### config.mk
export PLATFORM = sky130hd
export DESIGN_NAME = fir_top
export DESIGN_NICKNAME = d
export VERILOG_FILES = /design/src/hdl/fir_pkg.sv /design/src/hdl/delay.sv /design/src/hdl/fir_top.sv /design/src/hdl/mac_pipe.sv /design/src/hdl/register.sv /design/src/hdl/tap_line.sv
export SDC_FILE = /design/constraint.sdc
export NUM_CORES = 1
export LEC_CHECK = 0
export BUFFER_PORTS_ARGS = -buffer_cell sky130_fd_sc_hd__buf_2
export CORE_MARGIN = 5
export CORE_UTILIZATION = 35
export DETAILED_ROUTE_END_ITERATION = 8
export SLEW_MARGIN = 20
export SYNTH_ARGS = -nofsm -noshare
export SYNTH_HDL_FRONTEND = slang
export SYNTH_HIERARCHICAL = 1
export SYNTH_SLANG_ARGS = --single-unit
### constraint.sdc
create_clock -name clk -period 2.2 [get_ports clk]
set_input_delay 0.44 -clock clk [delete_from_list [all_inputs] [get_ports clk]]
set_output_delay 0.44 -clock clk [all_outputs]
set_load 0.05 [all_outputs]
### src/hdl/fir_pkg.sv
package fir_pkg;

   // number of filter taps, which is also the depth of the sample history
   localparam int taps = 4;

   // input samples and coefficients are both signed 16-bit fixed point
   typedef logic signed [15:0] sample_t;
   typedef logic signed [15:0] coef_t;

   // one coefficient per tap, index 0 multiplies the newest sample
   typedef coef_t coef_vec_t [taps];

   // a full 16x16 signed product fits in 32 bits, since the only
   // magnitude that needs bit 31 is -32768 * -32768 = 2^30
   typedef logic signed [31:0] product_t;

   // two extra bits cover the sum of four worst-case products, so the
   // adder stage never wraps and needs no saturation
   typedef logic signed [33:0] acc_t;

   // sequence tag that rides along with each sample
   typedef logic [3:0] tag_t;

   // enabled cycles from an accepted input to its result:
   // tap register, multiply register, adder register
   localparam int pipe_latency = 3;

   // the valid and tag delay lines are sized from this value, so it must
   // match the number of register stages between in_sample and out_result

endpackage

### src/hdl/delay.sv
module delay #(
   // payload type carried through the line
   parameter type data_t = logic,
   // number of enabled cycles the payload is held back
   parameter int cycles = 1,
   // value every stage takes during reset
   parameter data_t reset_value = '0
) (
   input  logic  clk,
   input  logic  rst,
   input  logic  en,
   input  data_t d,
   output data_t q
);

   // a negative delay has no meaning, so elaboration is stopped here
   // with a message that names the offending parameter
   if (cycles < 0) begin : g_bad_cycles
      $fatal(1, "delay: parameter cycles must be >= 0, got %0d", cycles);
   end

   // zero cycles turns the line into a plain wire
   else if (cycles == 0) begin : g_wire
      assign q = d;
   end

   // one register per cycle of delay
   else begin : g_chain

      // stage[0] is the line input and stage[i+1] is the output of
      // register i, so the array needs one more entry than there are
      // registers
      data_t stage [cycles+1];

      // head of the chain comes straight from the input port
      assign stage[0] = d;

      // every register shares clk, rst and en, so a stall freezes the
      // whole line at once and nothing inside it is lost or doubled
      for (genvar i = 0; i < cycles; i++) begin : g_stage
         register #(
            .data_t      (data_t),
            .reset_value (reset_value)
         ) u_register (
            .clk (clk),
            .rst (rst),
            .en  (en),
            .d   (stage[i]),
            .q   (stage[i+1])
         );
      end

      // tail of the chain drives the output
      assign q = stage[cycles];

   end

   // after reset the output shows reset_value until cycles enabled edges
   // have passed, then it shows the input from cycles enabled edges ago
   // cycles with en low are not counted, since no stage moves on them

endmodule

### src/hdl/fir_top.sv
module fir_top #(
   // filter coefficients, passed down to the multiply-accumulate pipe
   parameter fir_pkg::coef_vec_t coefs = '{default: '0}
) (
   input  logic             clk,
   input  logic             rst,
   input  logic             en,
   input  logic             in_valid,
   input  fir_pkg::sample_t in_sample,
   input  fir_pkg::tag_t    in_tag,
   output logic             out_valid,
   output fir_pkg::acc_t    out_result,
   output fir_pkg::tag_t    out_tag
);

   import fir_pkg::*;

   // high on the edge where a sample enters the filter
   logic accept;

   // current sample history from the tap line
   sample_t taps_q [taps];

   assign accept = in_valid & en;

   // first stage, the sample history
   tap_line u_tap_line (
      .clk       (clk),
      .rst       (rst),
      .en        (en),
      .in_valid  (in_valid),
      .in_sample (in_sample),
      .taps_q    (taps_q)
   );

   // second and third stages, products and their sum
   mac_pipe #(
      .coefs (coefs)
   ) u_mac_pipe (
      .clk    (clk),
      .rst    (rst),
      .en     (en),
      .taps_q (taps_q),
      .result (out_result)
   );

   // the accept pulse walks through as many enabled stages as the data,
   // so out_valid marks exactly the cycles that hold a new result
   delay #(
      .data_t      (logic),
      .cycles      (pipe_latency),
      .reset_value (1'b0)
   ) u_valid_delay (
      .clk (clk),
      .rst (rst),
      .en  (en),
      .d   (accept),
      .q   (out_valid)
   );

   // tag moves on every enabled edge like the valid bit does, which keeps
   // it next to its own sample's result
   delay #(
      .data_t      (tag_t),
      .cycles      (pipe_latency),
      .reset_value ('0)
   ) u_tag_delay (
      .clk (clk),
      .rst (rst),
      .en  (en),
      .d   (in_tag),
      .q   (out_tag)
   );

endmodule

### src/hdl/mac_pipe.sv
module mac_pipe #(
   // one coefficient per tap, coefs[0] scales the newest sample
   parameter fir_pkg::coef_vec_t coefs = '{default: '0}
) (
   input  logic             clk,
   input  logic             rst,
   input  logic             en,
   input  fir_pkg::sample_t taps_q [fir_pkg::taps],
   output fir_pkg::acc_t    result
);

   import fir_pkg::*;

   // combinational products of each tap with its coefficient
   product_t prod_d [taps];

   // registered products, the second pipeline stage
   product_t prod_q [taps];

   // combinational sum of the registered products
   acc_t sum_d;

   // multiply stage
   // both operands are widened to product_t before the multiply so the
   // signed product is formed at full width
   always_comb begin
      for (int i = 0; i < taps; i++) begin
         prod_d[i] = product_t'(taps_q[i]) * product_t'(coefs[i]);
      end
   end

   // products are captured on every enabled edge, whether or not a new
   // sample was accepted, because the valid delay line decides which
   // results count
   always_ff @(posedge clk or posedge rst) begin
      if (rst) begin
         for (int i = 0; i < taps; i++) begin
            prod_q[i] <= '0;
         end
      end else if (en) begin
         for (int i = 0; i < taps; i++) begin
            prod_q[i] <= prod_d[i];
         end
      end
   end

   // adder stage
   // each product is sign-extended into acc_t before it is added, so
   // the running sum keeps the full range of four products
   always_comb begin
      sum_d = '0;
      for (int i = 0; i < taps; i++) begin
         sum_d = sum_d + acc_t'(prod_q[i]);
      end
   end

   // the sum is registered as the third and last pipeline stage
   always_ff @(posedge clk or posedge rst) begin
      if (rst) begin
         result <= '0;
      end else if (en) begin
         result <= sum_d;
      end
   end

   // timing from taps_q to result
   // edge 1 loads prod_q from the taps, edge 2 loads result from prod_q
   // both stages use the same en, so during a stall prod_q may hold one
   // sample's products while result holds the previous sample's sum,
   // and both move on together once en returns

   // worst case check of the widths
   // a single product is at most 2^30 in magnitude, four of them sum to
   // at most 2^32, which is inside the signed 34-bit range of acc_t

   // the tree here is a plain linear sum, which is enough for four taps
   // at the expected clock rates, a wider filter would want the adder
   // split over more registered levels and pipe_latency raised to match

endmodule

### src/hdl/register.sv
module register #(
   // payload type, any packed type works
   parameter type data_t = logic,
   // value loaded while rst is high
   parameter data_t reset_value = '0
) (
   input  logic  clk,
   input  logic  rst,
   input  logic  en,
   input  data_t d,
   output data_t q
);

   // single storage element of every delay stage in the design
   // rst is asynchronous and active high, so it acts without a clock edge
   // en low makes the register hold, which is how the pipeline stalls
   always_ff @(posedge clk or posedge rst) begin
      if (rst) begin
         // back to the known value, independent of en
         q <= reset_value;
      end else if (en) begin
         q <= d;
      end
      // no else branch: with en low the register keeps its old contents
   end

endmodule

### src/hdl/tap_line.sv
module tap_line (
   input  logic             clk,
   input  logic             rst,
   input  logic             en,
   input  logic             in_valid,
   input  fir_pkg::sample_t in_sample,
   output fir_pkg::sample_t taps_q [fir_pkg::taps]
);

   import fir_pkg::*;

   // a sample only enters the history on an edge where it is offered
   // and the pipeline is running
   logic accept;

   assign accept = in_valid & en;

   // history of the last taps accepted samples, newest at index 0
   // this register is the first of the pipe_latency stages
   always_ff @(posedge clk or posedge rst) begin
      if (rst) begin
         // an empty history reads as zeros, so the first outputs after
         // reset only see the samples that have really arrived
         for (int i = 0; i < taps; i++) begin
            taps_q[i] <= '0;
         end
      end else if (accept) begin
         // new sample goes in at the front
         taps_q[0] <= in_sample;
         // older samples move one place toward the end, the oldest
         // falls off the last tap
         for (int i = 1; i < taps; i++) begin
            taps_q[i] <= taps_q[i-1];
         end
      end
      // idle cycles between samples leave the history alone, so a gap
      // in in_valid never pushes zeros into the filter
   end

   // note that a stall and an idle cycle look the same here, in both
   // cases accept is low and the history holds

endmodule

# Word level (Yosys, flattened, before mapping)
# Cells that the tools add are included.
# op_classes
bitwise_logic	1
# ops
operator	count
1-bit AND	1
# totals
in_bits	24
regBits	15

# Depth between registers and ports, before layout
# Gate-level depths: netlist (run 1).
# logic_depth
depth_word	1
depth_mapped	2
ltp_nobuf	2

# Modules after synthesis
# The synthesis (run 1) kept the hierarchy.
# modules_own_cells
module	seq_area_each_um2	area_per_inst_um2	n_inst	cells_each
tap_line	1601.5	2438.6	1	136
register (u_tag_delay.g_chain.g_stage[0].u_register ...)	100.1	148.9	3	9
mac_pipe	0.0	259.0	1	35
register (u_valid_delay.g_chain.g_stage[0].u_register ...)	25.0	43.8	3	3
fir_top	0.0	6.3	1	1

# Worst setup path after synthesis (run 1)
# No wires, ideal clock.
# synth_timing
path_kind	input to register
start	in in_valid
end	reg, netlist name u_tap_line/taps_q[53]
setup_time_ps	125
arrival_time_ps	1062
setup_slack_ps	1013
cell_stages	3
required_ps	2075
cell_sequence	nand2_4 clkbuf_8 mux2_2
# synth_lines
element	line_no	source
start, declared	fir_top.sv:8	input logic in_valid,

# Worst setup path in the final report (run 1)
# layout_timing
start	reg u_tag_delay/g_chain.g_stage[2].u_register/q[2] (netlist bit)
end	out out_tag[2]
# layout_lines
element	line_no	source
start, declared	register.sv:11	output data_t q
start signal, assigned	register.sv:20	q <= reset_value;
end, declared	fir_top.sv:13	output fir_pkg::tag_t out_tag
# No word-level cell between the ends.

==> impl_metrics.toml, run 1 <==
[status]
outcome = "completed"

[critical_path]
slowest_delay_ps = 350
worstSetupEndpointType = "primary output"
timing.critical_path.arrival_ps = 900
timing.critical_path.required_ps = 1760
critical_path.top_delay_family = "flip-flops"
critical_path.slowest_cell = "dfrtp_1"
crit_type = "flop to primary output"
critical_path_peak_fanout = 2
path_buf_inv = 1
crit_path_cell_trace = "buf_2"
worst-r2r-setup-slack_ps = 1440
setup.worst_path.start_class = "flop"

[finish]
fin_nets = 112
final_common_cell = "conb_1"
layout_common_cells = "conb_1 (34), dfrtp_1 (15), buf_2 (12), mux2_2 (12), inv_1 (6)"
drive_above_1_share_pct = 34.48
antennaDiodeCount = 0
filler_cell_count = 237
syn2layout_area_growth_pct = -1.187
postLayoutCellArea_um2 = 833.3
final_cell_count_no_fill = 115

[clocking]
cts_max_path_buffers = 2
cts.root.buffer_cell = "clkbuf_4"
cts_tree = "yes"
h-tree-depth = 1
clkLatencyLatePin_ps = 270
post_cts.resized_instances = 0
ctsHoldBuffers = 0
post_cts_buffers = 0
cts_inserted_buffers = 3
clk_pin_slew_ps = 90
clock_sink_count = 15

[min_path]
hold_class = "primary input to asynchronous set/reset pin"

[sta]
timing.final.crit_share_pct = 60.73
final.min_clock_period_ps = 1336
hold_slack_ps = 28.35
grt_setup_unrepaired = "no"
setup_total_negative_slack_ps = 0
finalClockSkew_ps = 3.423
hold_viol_final = 0
timing.fmax_mhz = 748.5
setup-violations-final = 0
timing.final.max_slew_violations = 0

[place]
finalWeightedCongestion = 0.6208
port-buffer-count = 12
place.detailed.instances = 111
dpl.hpwl_um = 931.9
detailed_place.area_um2 = 807.0

[synthesis]
yosys_warnings = 6
netlist_area_um2 = 843.3
syn_inst = 72
average_instance_area_after_synthesis_um2 = 11.71

[die]
coreArea_um2 = 2255
fp-row-count = 17
floorplan.initialDensity_pct = 37.40
die-height_um = 59.09
die_x_um = 59.09
die_area_um2 = 3491
design.portCount = 63

[power_and_ir_drop]
power_per_cell_area_nw_per_um2 = 910.8
finalPower_mw = 0.7590
leakage_nw = 0.4595
vdd_ir_drop_max_mv = 0.4011

[global_route]
overall_track_demand_over_capacity_in_global_routing_pct = 5.821
grt_util_met1_pct = 6.391
number_of_antenna_violations_at_the_first_check_in_global_routing = 0
gr_util_met3_pct = 1.961
use_met2_pct = 9.464
top_usage_layer = "met2"
largest_net_degree_at_the_start_of_global_routing = 17
globalRoute.totalOverflow = 0
first_global_vias = 362
grt_pass1_wl_um = 1504

[route]
routed_via_count = 416
drt_first_iter_violations = 1
residual_drc = 0
drtAntennaViolNets = 0
detail_route.first_pass.iterations = 2
routed_wire_length_per_instance_um = 9.696
route.detailed.vias_per_inst = 3.617
finalWirelength_um = 1115

[run]
max-cap-violations = 0
[routing by layer]
metal	vias up	wire, um
met5	-	0
met4	0	0
met3	0	145
met2	28	566
met1	198	403
li1	190	-
[where the power goes]
group          total [mW]  internal [mW]  switching (mW)
combinational       0.273         0.0540           0.219
sequential          0.334          0.315          0.0186
clock               0.152         0.0702          0.0817
[worst paths after layout]
check	endpoint	cells past startpoint	startpoint
setup / recovery	out_tag[2]	1	u_tag_delay/g_chain.g_stage[2].u_register/q[2]
hold / removal	u_valid_delay/g_chain.g_stage[2].u_register/q	2	rst
setup reg to reg	u_valid_delay/g_chain.g_stage[0].u_register/q	1	u_valid_delay/g_chain.g_stage[0].u_register/q
hold reg to reg	u_tag_delay/g_chain.g_stage[2].u_register/q[1]	1	u_tag_delay/g_chain.g_stage[2].u_register/q[1]
max in group asynchronous	u_tag_delay/g_chain.g_stage[2].u_register/q[3]	2	rst
min in group clk	u_tag_delay/g_chain.g_stage[0].u_register/q[1]	2	in_tag[1]
[final cells by class]
| cell class | instances | area (um2) | share of cell area, % |
|---|---|---|---|
| clock buffers | 4 | 26.28 | 3.153 |
| inverters | 6 | 22.52 | 2.703 |
| multi-input cells | 50 | 314.1 | 37.69 |
| flip-flops and latches | 15 | 375.4 | 45.05 |
| well taps | 28 | 35.03 | 4.204 |
| repair buffers | 12 | 60.06 | 7.207 |
[state kept, by name, summed over array words and instances, names as in the netlist]
register / flops
u_tag_delay/g_chain.g_stage.u_register/q: 12
u_valid_delay/g_chain.g_stage.u_register/q: 3
[stage by stage]
| step | utilization [%] | setup slack [ps] |
|---|---|---|
| after floorplan | - | 1160 |
| after global placement | 35.79 | 944.5 |
| after detailed placement | 35.79 | 925.7 |
| after CTS | 36.96 | 841.0 |
| after global routing | 36.96 | 816.1 |
| final | 36.96 | 864.0 |
Power figures use the tool's default switching activity.
==> run 2, diff against run 1 <==
--- a/config.mk
+++ b/config.mk
@@ -5,6 +5,7 @@
 export SDC_FILE = /design/constraint.sdc
 export NUM_CORES = 1
 export LEC_CHECK = 0
+export ABC_AREA = 1
 export BUFFER_PORTS_ARGS = -buffer_cell sky130_fd_sc_hd__buf_2
 export CORE_MARGIN = 5
 export CORE_UTILIZATION = 35
==> constraint.sdc (replaced) <==
create_clock -name clk -period 1.13 [get_ports clk]
set_input_delay 0.226 -clock clk [delete_from_list [all_inputs] [get_ports clk]]
set_output_delay 0.226 -clock clk [all_outputs]
set_load 0.05 [all_outputs]
==> impl_metrics.toml, run 2 <==
[finish]
largest_reg_flops = 12
postLayoutCellArea_um2 = 872.1
regMostFlops = "u_tag_delay/g_chain.g_stage.u_register/q"
layout_common_cells = "nand2_1 (46), conb_1 (34), dfrtp_1 (15)"
fin_nets = 150
filler_cell_count = 262
syn2layout_area_growth_pct = 1.901
final_common_cell = "nand2_1"
antennaDiodeCount = 0
drive_above_1_share_pct = 15.20
largestRegisters = "u_tag_delay/g_chain.g_stage.u_register/q x12, u_valid_delay/g_chain.g_stage.u_register/q x3"

[route]
detail_route.first_pass.iterations = 4
route.detailed.vias_per_inst = 3.361
drt_first_iter_violations = 7
residual_drc = 0
routed_via_count = 521
routed_wire_length_per_instance_um = 7.677
drtAntennaViolNets = 0
finalWirelength_um = 1190

[die]
floorplan.initialDensity_pct = 35.51
design.portCount = 63
die-height_um = 59.45
die_x_um = 59.45
die_area_um2 = 3534
coreArea_um2 = 2410
fp-row-count = 18

[place]
preCtsSetupSlack_ps = 236.8
finalWeightedCongestion = 0.6441
port-buffer-count = 12
dpl.hpwl_um = 960.4
detailed_place.area_um2 = 822.0

[critical_path]
worstSetupEndpointType = "primary output"
ff2ff_path_depth = 2
critical_path_peak_fanout = 2
setup.worst_path.start_class = "flop"
crit_path_end = "out_tag[1]"
worst-r2r-setup-slack_ps = 520
timing.critical_path.arrival_ps = 860
slowest_delay_ps = 390
critical_path.top_delay_family = "flip-flops"
timing.critical_path.required_ps = 900
crit-reg2reg-launch = "u_tag_delay/g_chain.g_stage[1].u_register/q[3]"
timing.rr.end = "u_tag_delay/g_chain.g_stage[1].u_register/q[3]"
critical_path.slowest_cell = "dfrtp_1"
crit_type = "flop to primary output"
worst-path-stages = 1
crit_path_cell_trace = "buf_4"
worstSetupStartpoint = "u_tag_delay/g_chain.g_stage[2].u_register/q[1]"
path_buf_inv = 1

[global_route]
largest_net_degree_at_the_start_of_global_routing = 23
number_of_antenna_violations_at_the_first_check_in_global_routing = 0
globalRoute.totalOverflow = 0
first_global_vias = 456
overall_track_demand_over_capacity_in_global_routing_pct = 6.808
grt_pass1_wl_um = 1814

[sta]
timing.fmax_mhz = 922.5
timing.final.crit_share_pct = 95.93
hold_viol_final = 0
finalClockSkew_ps = 4.213
grt_setup_unrepaired = "no"
setup_total_negative_slack_ps = 0
worst_path_setup_slack_after_routing_ps = 45.99
hold_slack_ps = 142.4
setup-violations-final = 0
final.min_clock_period_ps = 1084
timing.final.max_slew_violations = 0

[clocking]
cts_max_path_buffers = 2
clkLatencyLatePin_ps = 280
clock_sink_count = 15
post_cts_buffers = 0
cts_inserted_buffers = 3
clk_pin_slew_ps = 90
cts.root.buffer_cell = "clkbuf_4"
h-tree-depth = 1
cts_tree = "yes"

[run]
max-cap-violations = 0

[power_and_ir_drop]
power_per_cell_area_nw_per_um2 = 1578
leakage_nw = 0.5728
vdd_ir_drop_max_mv = 0.7232

[synthesis]
yosys_warnings = 6
average_instance_area_after_synthesis_um2 = 7.852
netlist_area_um2 = 855.8
syn_inst = 109

[status]
outcome = "completed"

[min_path]
hold_class = "primary input to flop"
## run 2: layout make-up
type                            count  area [um2]  area share (%)
Sequential cell                    15       375.4           43.04
Multi-Input combinational cell     80       300.3           34.43
Timing Repair Buffer               13       82.58           9.469
Inverter                           13       48.80           5.595
Tap cell                           30       37.54           4.304
Clock buffer                        3       22.52           2.582
Clock inverter                      1       5.005          0.5739
## run 2: worst min-delay path, cell delays in order
cell     delay (ps)
buf_2            70
nand2_1          40
nand2_1          50
## run 2: metal layers
layer  global-route usage, %  share of wire [%]  up-vias
met2                   10.14                 46       26
met3                   1.961                 13        0
met5                       0                  0        -
met4                   3.883                  0        0
li1                        -                  -      279
met1                   8.713                 41      216
## run 2: report_power, final
part / switching [mW] / leakage (nW) / internal (mW)
logic: 0.395 / 0.366 / 0.0671
clock network: 0.160 / 0.0177 / 0.131
registers: 0.0301 / 0.189 / 0.593
## run 2: through the flow
step	instances	power [mW]	util, %
floorplan	142	1.108	-
global placement	150	1.072	34.11
detailed placement	150	1.079	34.11
CTS	155	1.402	36.19
global route	155	1.457	36.19
finish	155	1.376	36.19
## run 2: what timing repair did
| action | 4_1_cts | 5_1_grt |
|---|---|---|
| endpoints found under the setup margin | 5 | 0 |
| hold endpoints to repair | 15 | 0 |
| gates resized for setup | 5 | 0 |
| hold buffers | 1 | 0 |
## run 2: how the worst min path moves through the flow
stage | from | endpoint | slack, ps | depth (start not counted)
after floorplan | rst | u_valid_delay/g_chain.g_stage[0].u_register/q | -50 | 1
after global placement | rst | u_valid_delay/g_chain.g_stage[0].u_register/q | 120 | 2
after detailed placement | rst | u_valid_delay/g_chain.g_stage[2].u_register/q | 120 | 2
after CTS | in_tag[1] | u_tag_delay/g_chain.g_stage[0].u_register/q[1] | 130 | 3
after global routing | in_tag[1] | u_tag_delay/g_chain.g_stage[0].u_register/q[1] | 150 | 3
final | in_tag[1] | u_tag_delay/g_chain.g_stage[0].u_register/q[1] | 140 | 3
==> run 3, diff against run 2 <==
--- a/config.mk
+++ b/config.mk
@@ -10,6 +10,7 @@
 export CORE_MARGIN = 5
 export CORE_UTILIZATION = 35
 export DETAILED_ROUTE_END_ITERATION = 8
+export SETUP_SLACK_MARGIN = 0.1
 export SLEW_MARGIN = 20
 export SYNTH_ARGS = -nofsm -noshare
 export SYNTH_HDL_FRONTEND = slang
==> impl_metrics.toml, run 3 (synthesized netlist as in run 2, its figures left out) <==
[die]
floorplan.initialDensity_pct = 35.51
coreArea_um2 = 2410
die-height_um = 59.45
fp-row-count = 18
die_area_um2 = 3534
design.portCount = 63
die_x_um = 59.45

[critical_path]
timing.critical_path.required_ps = 900
crit_path_cell_trace = "buf_6"
worstSetupEndpointType = "primary output"
critical_path.top_delay_family = "flip-flops"
ff2ff_path_depth = 4
path_buf_inv = 1
critical_path.slowest_cell = "dfrtp_1"
timing.critical_path.arrival_ps = 830
timing.rr.end = "u_tag_delay/g_chain.g_stage[2].u_register/q[1]"
critical_path_peak_fanout = 2
crit_type = "flop to primary output"
crit-reg2reg-launch = "u_tag_delay/g_chain.g_stage[2].u_register/q[1]"
setup.worst_path.start_class = "flop"
slowest_delay_ps = 400
worst-r2r-setup-slack_ps = 290

[sta]
setup-violations-final = 0
timing.fmax_mhz = 944.0
grt_setup_unrepaired = "yes"
timing.final.crit_share_pct = 93.74
finalClockSkew_ps = 4.386
hold_viol_final = 0
worst_path_setup_slack_after_routing_ps = 70.69
final.min_clock_period_ps = 1059
setup_total_negative_slack_ps = 0
timing.final.max_slew_violations = 0

[place]
detailed_place.area_um2 = 822.0
preCtsSetupSlack_ps = 236.8
dpl.hpwl_um = 960.4
port-buffer-count = 12
finalWeightedCongestion = 0.6441

[finish]
final_common_cell = "nand2_1"
syn2layout_area_growth_pct = 8.479
antennaDiodeCount = 0
regMostFlops = "u_tag_delay/g_chain.g_stage.u_register/q"
largestRegisters = "u_tag_delay/g_chain.g_stage.u_register/q x12, u_valid_delay/g_chain.g_stage.u_register/q x3"
area_of_the_multi_input_gates_um2 = 300.3
largest_reg_flops = 12
fin_nets = 155
drive_above_1_share_pct = 18.46
postLayoutCellArea_um2 = 928.4
combined_flip_flop_and_latch_cell_area_um2 = 375.4
layout_common_cells = "nand2_1 (46), conb_1 (34), dfrtp_1 (15)"
filler_cell_count = 265

[power_and_ir_drop]
internal_power_mw = 0.8307
p_comb_share_pct = 35.7
power_per_cell_area_nw_per_um2 = 1537
switchingPower_mw = 0.5959
vdd_ir_drop_max_mv = 0.7322
power.share.sequential_pct = 43.9
leakage_nw = 0.6032
sw_frac_of_total_pct = 41.77
p_clk_share_pct = 20.4

[clocking]
clk_pin_slew_ps = 90
clock_sink_count = 15
clkLatencyLatePin_ps = 280
cts_max_path_buffers = 2
cts_inserted_buffers = 3
cts.root.buffer_cell = "clkbuf_4"
h-tree-depth = 1
cts_tree = "yes"

[global_route]
first_global_vias = 476
largest_net_degree_at_the_start_of_global_routing = 23
globalRoute.totalOverflow = 0
grt_pass1_wl_um = 1876
overall_track_demand_over_capacity_in_global_routing_pct = 7.033
number_of_antenna_violations_at_the_first_check_in_global_routing = 0

[route]
routed_via_count = 539
routed_wire_length_per_instance_um = 7.656
finalWirelength_um = 1225
detail_route.first_pass.iterations = 4
drt_first_iter_violations = 6
drtAntennaViolNets = 0
residual_drc = 0
route.detailed.vias_per_inst = 3.369

[min_path]
hold_class = "primary input to flop"
hold_path_end = "u_tag_delay/g_chain.g_stage[0].u_register/q[1]"
source_of_the_worst_hold_timing_path = "in_tag[1]"
min_path_cells = 3

[status]
outcome = "completed"

[run]
max-cap-violations = 0
## run 3: worst max-delay path by stage
stage                     slack, ps  cells past startpoint                                           start                                              to
after floorplan                 300                      2  u_tag_delay/g_chain.g_stage[2].u_register/q[0]  u_tag_delay/g_chain.g_stage[2].u_register/q[0]
after global placement          260                      4                                              en  u_tag_delay/g_chain.g_stage[2].u_register/q[0]
after detailed placement        240                      4                                              en  u_tag_delay/g_chain.g_stage[1].u_register/q[3]
after CTS                        50                      1  u_tag_delay/g_chain.g_stage[2].u_register/q[2]                                      out_tag[2]
after global routing             30                      1  u_tag_delay/g_chain.g_stage[2].u_register/q[3]                                      out_tag[3]
final                            70                      1  u_tag_delay/g_chain.g_stage[2].u_register/q[0]                                      out_tag[0]
## run 3: final cells by class
class,instances,area share [%]
Tap cell,30,4.043
Sequential cell,15,40.43
Multi-Input combinational cell,80,32.35
Clock buffer,3,2.426
Inverter,13,5.256
Clock inverter,1,0.5391
Timing Repair Buffer,18,14.96
## run 3: layer usage
layer  routed length (um)  up-vias  share of wire (%)  track usage (%)
li1                     -      289                  -                -
met3                  153        0                 12            1.961
met4                    0        0                  0            3.883
met5                    0        -                  0                0
met1                  501      224                 41            8.713
met2                  571       26                 47            10.92
## run 3: power groups by stage
stage | combinational (mW) | sequential [mW] | clock [mW]
floorplan | 0.402 | 0.706 | 0
global placement | 0.442 | 0.630 | 0
detailed placement | 0.446 | 0.633 | 0
CTS | 0.496 | 0.626 | 0.316
global route | 0.545 | 0.634 | 0.330
finish | 0.509 | 0.626 | 0.291
## run 3: tightest hold or removal path, stage by stage
cell     delay (ps)
buf_2            70
nand2_1          40
nand2_1          50
## run 3: timing repair
item | 4_1_cts | 5_1_grt
gates resized for setup | 10 | 0
buffers inserted | 3 | 2
setup endpoints to repair | 5 | 5
pin swaps | 0 | 0
hold buffers | 1 | 0
hold endpoints to repair | 15 | 0
## run 3: stage by stage
step / hold WS [ps] / instances / total power [mW] / util [%]
CTS: 132.0 / 158 / 1.439 / 37.90
detailed placement: 122.7 / 150 / 1.079 / 34.11
global route: 145.1 / 160 / 1.509 / 38.53
finish: 142.3 / 160 / 1.427 / 38.53
floorplan: -45.29 / 142 / 1.108 / -
global placement: 121.0 / 150 / 1.072 / 34.11
